<file path="src/hdl/ooo_defs.svh">
// Sizes for the tagged store; OOO_DEPTH must be a power of two and OOO_CLIENTS at least 1
`ifndef OOO_DEFS_SVH
`define OOO_DEFS_SVH

// Bits per stored data word
`define OOO_WIDTH 8

// Number of slots in the buffer
// Keep this a power of two so every index names a real slot
`define OOO_DEPTH 8

// Number of clients sharing the write port
`define OOO_CLIENTS 2

// Slot index width, derived
`define OOO_INDEX_BITS $clog2(`OOO_DEPTH)

`endif

</file>
<file path="src/hdl/ooo_pkg.sv">
// Shared types only; sizes come from the macro header, which must be on the include path
`default_nettype none

`include "ooo_defs.svh"

package ooo_pkg;

  // One stored data word
  typedef logic [`OOO_WIDTH-1:0] data_t;

  // Slot number inside the buffer
  typedef logic [`OOO_INDEX_BITS-1:0] index_t;

  // One bit per slot
  // Used for valid masks and one-hot slot selects
  typedef logic [`OOO_DEPTH-1:0] slot_mask_t;

  // One bit per client, for requests and grants
  typedef logic [`OOO_CLIENTS-1:0] client_mask_t;

endpackage

`default_nettype wire

</file>
<file path="src/hdl/buffer_write_if.sv">
// Write port of the buffer; write_enable must never be raised while full is high
`timescale 1ns/10ps
`default_nettype none

interface buffer_write_if;

  // One-cycle write strobe from the arbiter
  logic write_enable;

  // Word to store, steered from the granted client
  ooo_pkg::data_t write_data;

  // Lowest free slot, valid combinationally in the same cycle
  ooo_pkg::index_t write_index;

  // Registered, high when every slot holds data
  logic full;

  // Arbiter side drives the strobe and data
  modport arbiter (
    output write_enable,
    output write_data,
    input  write_index,
    input  full
  );

  // Buffer side returns the slot and the full status
  modport buffer (
    input  write_enable,
    input  write_data,
    output write_index,
    output full
  );

endinterface

`default_nettype wire

</file>
<file path="src/hdl/free_slot_finder.sv">
// Purely combinational; with no free slot the one-hot is zero and the index is zero
`timescale 1ns/10ps
`default_nettype none

`include "ooo_defs.svh"

module free_slot_finder (
  input  ooo_pkg::slot_mask_t valid,
  output ooo_pkg::slot_mask_t free_onehot,
  output ooo_pkg::index_t     free_index
);

  import ooo_pkg::*;

  // Free slots are the clear bits of the valid mask
  slot_mask_t free_mask;

  // Encoded index, built by OR of every set position
  index_t index_acc;

  assign free_mask = ~valid;

  // Two's complement trick
  // Keeps only the lowest set bit of the free mask
  assign free_onehot = free_mask & (~free_mask + slot_mask_t'(1));

  // One-hot to binary
  // At most one bit is set, so OR-ing the positions is exact
  always_comb begin
    index_acc = '0;
    for (int slot = 0; slot < `OOO_DEPTH; slot++) begin
      if (free_onehot[slot]) begin
        index_acc = index_acc | index_t'(slot);
      end
    end
  end

  // All-valid case falls out as index zero
  assign free_index = index_acc;

endmodule

`default_nettype wire

</file>
<file path="src/hdl/out_of_order_buffer.sv">
// Assumes one write port and one consumer and never resets stored data words
`timescale 1ns/10ps
`default_nettype none

`include "ooo_defs.svh"

module out_of_order_buffer (
  input  logic                clock,
  input  logic                resetn,
  buffer_write_if.buffer      wr,
  input  logic                read_enable,
  input  logic                read_clear,
  input  ooo_pkg::index_t     read_index,
  output ooo_pkg::data_t      read_data,
  output logic                read_error,
  output logic                empty
);

  import ooo_pkg::*;

  // Slot storage for payload words
  data_t memory [`OOO_DEPTH];

  // One valid bit per slot
  slot_mask_t valid;
  slot_mask_t valid_next;

  // Lowest free slot as one-hot and as binary index
  slot_mask_t free_onehot;
  index_t     free_index;

  // Registered status flags
  logic full_reg;
  logic empty_reg;

  // Read strobe that also frees the slot
  logic clear_strobe;

  // Allocation search over the current mask
  free_slot_finder slot_finder (
    .valid       ( valid       ),
    .free_onehot ( free_onehot ),
    .free_index  ( free_index  )
  );

  // Arbiter sees the slot before it commits the write
  assign wr.write_index = free_index;
  assign wr.full        = full_reg;

  assign clear_strobe = read_enable && read_clear;

  // Next valid mask
  // A write fills a free slot and a clear empties a valid one
  // so the two never meet on one slot
  always_comb begin
    valid_next = valid;
    if (wr.write_enable) begin
      valid_next = valid_next | free_onehot;
    end
    // Clear of a free slot does nothing, even while that slot is being filled
    if (clear_strobe && valid[read_index]) begin
      valid_next[read_index] = 1'b0;
    end
  end

  // Valid mask and status registers
  always_ff @(posedge clock or negedge resetn) begin
    if (!resetn) begin
      valid     <= '0;
      full_reg  <= 1'b0;
      empty_reg <= 1'b1;
    end else begin
      valid     <= valid_next;
      // Flags reflect the mask that is valid after this edge
      full_reg  <= &valid_next;
      empty_reg <= ~|valid_next;
    end
  end

  // Payload write into the allocated slot
  always_ff @(posedge clock) begin
    if (wr.write_enable) begin
      memory[free_index] <= wr.write_data;
    end
  end

  // Combinational read
  // Stale data of a free slot is marked by read_error
  assign read_data = memory[read_index];

  // Error only while a read is actually requested
  assign read_error = read_enable && !valid[read_index];

  assign empty = empty_reg;

endmodule

`default_nettype wire

</file>
<file path="src/flat_wrapper.sv">
// flat-port wrapper written by rule: the top's interface ports become plain ports
module out_of_order_buffer_flat import ooo_pkg::*;
  (clock, resetn, read_enable, read_clear, read_index, read_data, read_error, empty, wr_write_enable, wr_write_data, wr_write_index, wr_full);
  buffer_write_if wr_i ();
  input  logic clock;
  input  logic resetn;
  input  logic read_enable;
  input  logic read_clear;
  input  ooo_pkg::index_t read_index;
  output ooo_pkg::data_t read_data;
  output logic read_error;
  output logic empty;
  input wire logic [$bits(wr_i.write_enable)-1:0] wr_write_enable;
  input wire logic [$bits(wr_i.write_data)-1:0] wr_write_data;
  output wire logic [$bits(wr_i.write_index)-1:0] wr_write_index;
  output wire logic [$bits(wr_i.full)-1:0] wr_full;
  assign wr_i.write_enable = wr_write_enable;
  assign wr_i.write_data = wr_write_data;
  assign wr_write_index = wr_i.write_index;
  assign wr_full = wr_i.full;
  out_of_order_buffer u_core (.clock(clock), .resetn(resetn), .wr(wr_i), .read_enable(read_enable), .read_clear(read_clear), .read_index(read_index), .read_data(read_data), .read_error(read_error), .empty(empty));
endmodule
</file>
<file path="config.mk">
export PLATFORM = sky130hd
export DESIGN_NAME = out_of_order_buffer_flat
export DESIGN_NICKNAME = d
export VERILOG_FILES = /design/src/hdl/ooo_pkg.sv /design/src/hdl/buffer_write_if.sv /design/src/hdl/free_slot_finder.sv /design/src/hdl/out_of_order_buffer.sv /design/src/flat_wrapper.sv
export VERILOG_INCLUDE_DIRS = /design/src /design/src/hdl
export SDC_FILE = /design/constraint.sdc
export NUM_CORES = 1
export LEC_CHECK = 0
export ABC_AREA = 1
export BUFFER_PORTS_ARGS = -buffer_cell sky130_fd_sc_hd__buf_2
export CELL_PAD_IN_SITES_DETAIL_PLACEMENT = 1
export CELL_PAD_IN_SITES_GLOBAL_PLACEMENT = 2
export CORE_MARGIN = 2
export CORE_UTILIZATION = 39
export CTS_CLUSTER_SIZE = 16
export DETAILED_ROUTE_END_ITERATION = 8
export PLACE_DENSITY_LB_ADDON = 0.1
export SLEW_MARGIN = 20
export SYNTH_ARGS = -nofsm -noshare
export SYNTH_HDL_FRONTEND = slang
export SYNTH_SLANG_ARGS = --single-unit
</file>
<file path="constraint.sdc">
create_clock -name clock -period 3.1 [get_ports clock]
set_clock_uncertainty 0.2 [all_clocks]
set_input_delay 0.155 -clock clock [delete_from_list [all_inputs] [get_ports clock]]
set_output_delay 0.155 -clock clock [all_outputs]
set_load 0.01 [all_outputs]
</file>
# Word level (Yosys, flattened, before mapping)
# Memory sizes are Yosys's and may differ from the RTL's.
# Cells that the tools add are included.
[word_totals]
regBits = 10
ram_bits = 64
input_bits = 16
out_inout_bits = 14
word_cells = 36
mem_count = 1
[op_classes]
add_sub_neg = 1
magnitude_cmp = 2
mux = 15
bitwise_logic = 6
reduce_logical = 8
[mem_list]
columns = ["memory", "words", "width", "read_ports", "rd_ports_with_merged_regs", "wr", "line", "text"]
rows = [
  ["u_core.memory", 8, 8, 1, 0, 1, "out_of_order_buffer.sv:22", "data_t memory [`OOO_DEPTH];"],
]
[ops]
columns = ["op", "n"]
rows = [
  ["$not 8->8", 3],
  ["$and 8x8->8", 2],
  ["$mux 8", 2],
  ["$mux 3", 4],
  ["$add 8x1->8 const B", 1],
  ["$or 8x8->8", 1],
  ["$reduce_and 8->1", 1],
  ["$reduce_or 8->1", 1],
  ["$mux 1", 5],
  ["$logic_and 1x1->1", 4],
  ["$lt 3x4->1 const B", 1],
  ["$mux 2", 2],
  ["$bmux 1 s3", 1],
  ["$demux 1 s3", 1],
  ["$ge 3x1->1 const B", 1],
  ["$logic_not 1->1", 2],
]

# Longest topological paths before layout
[logic_depth]
word_depth = 11
ltp_mapped = 13
ltp_nobuf = 12

# Modules after synthesis
# Synthesis repeated with hierarchy kept, for this count alone.
[hier_totals]
cells_unflattened = 290
area_unflattened_um2 = 3210.6
[modules_own_cells]
columns = ["module", "instances", "cells_each", "area_per_inst_um2", "seq_area_each_um2"]
rows = [
  ["out_of_order_buffer", 1, 259, 3066.7, 2173.3],
  ["free_slot_finder", 1, 31, 143.9, 0.0],
]

# Worst setup path before layout
# OpenSTA, ideal clock, no wires.
[synth_timing]
path_type = "reg2reg"
from = "register u_core.valid[0]"
to = "memory u_core.memory[0][0] (netlist bit), enable pin"
setup_ns = 0.395
arrival_ns = 1.821
t_required_ns = 2.505
slack_ns = 0.684
path_stages_with_launch = 8
n_path_buf = 0
synth_period_minus_slack_ns = 2.416
cell_sequence = "dfrtp_1 > nand2_2 > nor2_4 > inv_2 > nor2_8 > nand2_1 > nand3_1 > nor4_1"
[synth_via]
elab_chain_len = 11
[synth_rtl]
columns = ["item", "line", "text"]
rows = [
  ["start, declared", "out_of_order_buffer.sv:25", "slot_mask_t valid;"],
  ["start signal, assigned", "out_of_order_buffer.sv:73", "valid <= valid_next;"],
  ["$not 8->8 (*)", "free_slot_finder.sv:21", "assign free_mask = ~valid;"],
  ["$not 8->8 (*)", "free_slot_finder.sv:25", "assign free_onehot = free_mask & (~free_mask + slot_mask_t'(1));"],
  ["$add 8x1->8 (*)", "free_slot_finder.sv:25", ""],
  ["$and 8x8->8 (*)", "free_slot_finder.sv:25", ""],
  ["$mux 1", "free_slot_finder.sv:32", "if (free_onehot[slot]) begin"],
  ["$mux 2 (2 in a row)", "free_slot_finder.sv:32", ""],
  ["$mux 3 (3 in a row)", "free_slot_finder.sv:32", ""],
  ["$mux 3 (*)", "free_slot_finder.sv:32", ""],
  ["named net wr_write_index[0]", "flat_wrapper.sv:15", "output wire logic [$bits(wr_i.write_index)-1:0] wr_write_index;"],
  ["end, declared", "out_of_order_buffer.sv:22", ""],
]
# The timed path passes the listed nets; every way through them passes the cells marked *.

# Worst setup path after layout
[layout_timing]
from = "register u_core.valid[0]"
to = "memory u_core.memory[7][3] (netlist bit), enable pin"
[layout_via]
elab_chain_len = 11
[layout_rtl]
columns = ["item", "line"]
rows = [
  ["$not 8->8 (*)", "free_slot_finder.sv:21"],
  ["$not 8->8 (*)", "free_slot_finder.sv:25"],
  ["$add 8x1->8 (*)", "free_slot_finder.sv:25"],
  ["$and 8x8->8 (*)", "free_slot_finder.sv:25"],
  ["$mux 1", "free_slot_finder.sv:32"],
  ["$mux 2 (2 in a row)", "free_slot_finder.sv:32"],
  ["$mux 3 (3 in a row)", "free_slot_finder.sv:32"],
  ["$mux 3 (*)", "free_slot_finder.sv:32"],
]
# Mark *: on every way between the ends. The rest lies on a longest branch, timed or not.

==> impl_metrics.ini <==
[place]
hpwlAfterDp_um = 5600
numPortBuffers = 29
gp_congestion = 0.8319

[clock_network]
cts_tree = yes
cts_buffers = 9
cts.sinks = 74
path_clk_slew_ps = 80
post_cts_buffers = 0
clock_path_buffers = 2
cts_htree_levels = 3
root_buffer = clkbuf_8
clk-insertion-delay-late_ps = 340

[route]
routed-via-count = 2158
firstDrtPassIters = 4
drt_iter0_drc = 140
drt-total-wl_um = 8313
drc = 0
post_drt_wl_per_cell_um = 19.11
vias_per_cell = 4.961
ant_nets = 0

[cells_and_area]
largest_reg_flops = 64
reg.largest.list = u_core.memory: 64 flops, u_core.valid: 8 flops
regMostFlops = u_core.memory
nets = 344
layout-drive-gt1-share_pct = 20.72
area_growth_pct = 19.47
num_antenna_cells = 0

[logic_synthesis]
synthTopCellsByCount = edfxtp_1 (64), nand2_1 (61), inv_1 (40)
syn_area_um2 = 3142
ys.flop_type = edfxtp_1
yosys.area.top_type = edfxtp_1
synthArstFlopShare_pct = 13.51
synthMostInstantiatedCell = edfxtp_1
syn_inst = 274
synth-seq-cells = 74
synth_seq_area_share_pct = 69.18
yosys_warnings = 0
ys_types = 30
syn_nets = 290
synth_edf_count = 64
synth_top_area_share_pct = 61.17
synthTopCellsByArea = edfxtp_1 (61%), nand2_1 (7.3%), dfrtp_1 (7.2%), inv_1 (4.8%), nand3_1 (2.7%)
synth_area_per_cell_um2 = 11.47

[die]
die_area_um2 = 8790
core_area_um2 = 7767
dieHeight_um = 93.76
num_rows = 32
die_w_um = 93.76
initial_utilization_pct = 40.45
ios = 30

[grt]
grt_pass1_wl_um = 12960
gr-total-overflow = 0
gr-usage-met3_pct = 2.970
antenna_found_initial = 0
use_met2_pct = 32.32
use_met1_pct = 29.37
grt_pass1_vias = 2231
grt_max_degree = 15
grt_use_total_pct = 20.60
top_usage_layer = met2

[run]
max_cap_violations = 0

[critical_path]
cp_slowest_cell = nor2_1
timing.critical_path.arrival_ps = 2090
crit_chain = nand2_2 > nor2_4 > inv_2 > nor3_2 > nand2_1 > nand3_1 > nand2_1 > nor2_1
path_max_fanout = 8
crit_family = simple AND/OR/NAND/NOR gates
cp.required_ps = 2880
cpMostUsedCell = nand2_1
path_buf_inv = 1
startpoint_type = register
worst_setup_path_end_kind = register
max_stage_delay_ps = 550
critical_path_class = reg2reg

[pwr]
powerDensity_nw_per_um2 = 565.0
total_power_mw = 2.121
p_leak_nw = 1.539
peakVddDrop_mv = 0.3088

[timing]
grt_setup_unrepaired = no
worst_pin_slew_ps = 709.0
hold_viol = 0
min_period_ps = 2309
slew_headroom_pct = 52.56
min_period_over_period_pct = 74.50
report.final.slew_viol_count = 0
tns_ps = 0
setup_violations = 0
max_freq_mhz = 433.0

[run_status]
status = finished clean

[hold_path]
hold_class = in2reg
-- final timing paths --
kind,end,startpoint,slack (ps),cells past startpoint
worst max-delay path,u_core.memory[7][3],u_core.valid[0],790,8
worst min-delay path,u_core.valid[0],wr_write_enable,60,5
worst max register to register,u_core.memory[7][3],u_core.valid[0],790,8
worst min register to register,u_core.valid[3],u_core.valid[3],480,4
max in group asynchronous,u_core.valid[7],resetn,1800,3
min in group asynchronous,u_core.empty,resetn,80,2
-- per-layer routing --
layer  vias up  wire [um]
li1       1055          -
met1      1053       4015
met2        40       3956
met3        10        219
met4         0        122
met5         -          0
-- stage by stage --
| stage | area, um^2 | std cells | setup slack, ps | hold slack, ps | utilization, % |
|---|---|---|---|---|---|
| detailed placement | 3453 | 409 | 793.4 | -172.8 | 44.46 |
| global route | 3754 | 435 | 564.0 | 86.64 | 48.32 |
| CTS | 3754 | 435 | 761.4 | 52.08 | 48.32 |
| finish | 3754 | 435 | 790.5 | 64.68 | 48.32 |
| floorplan | 3142 | 274 | 684.0 | -340.6 | - |
| global placement | 3453 | 409 | 914.3 | -167.0 | 44.46 |
-- power breakdown --
| part | internal, mW | leakage, nW | switching, mW | total, mW |
|---|---|---|---|---|
| Combinational | 0.0785 | 0.767 | 0.151 | 0.230 |
| Clock | 0.379 | 0.0983 | 0.381 | 0.760 |
| Sequential | 1.12 | 0.673 | 0.0122 | 1.13 |
| Total | 1.58 | 1.54 | 0.545 | 2.12 |
-- worst min-delay path, stage by stage --
cell and delay [ps]:
buf_2 180, nor2_1 60, inv_1 50, nand2_1 80, inv_1 60
-- placed cells by master, fill, tap and decap left out, types with 3 or more instances in the layout --
| cell type | instances |
|---|---|
| o22ai_1 | 3 |
| clkbuf_8 | 9 |
| edfxtp_1 | 64 |
| nand4_1 | 7 |
| nand2_2 | 3 |
| nand2_1 | 61 |
| dfrtp_1 | 9 |
| inv_6 | 3 |
| nor2_1 | 15 |
| a22o_1 | 4 |
| buf_4 | 6 |
| inv_2 | 5 |
| buf_2 | 29 |
| dlygate4sd3_1 | 10 |
| nand3_1 | 17 |
| nor3_1 | 4 |
| a21oi_1 | 6 |
| nor2_2 | 3 |
| inv_1 | 40 |
| a221oi_1 | 6 |
| a22oi_1 | 9 |
| clkinv_1 | 6 |
-- final cells by class --
cell class                 instances  area (um^2)
timing repair buffer              45        290.3
multi-input combinational        147        768.2
tap                              102        127.6
sequential                        74         2173
clock buffer                       9        123.9
clock inverter                     7        76.32
fill                             867         4014
inverter                          51        193.9
-- cell families after synthesis --
family,share of synthesized area (%)
simple gates,16.89
compound gates,7.367
flops,69.18
buf+inv,6.571
-- what timing repair did --
action,CTS,global route
hold buffers,10,0
gates resized for setup,0,0
hold endpoints to repair,74,0
No activity file was read; power rests on OpenSTA's default activity.
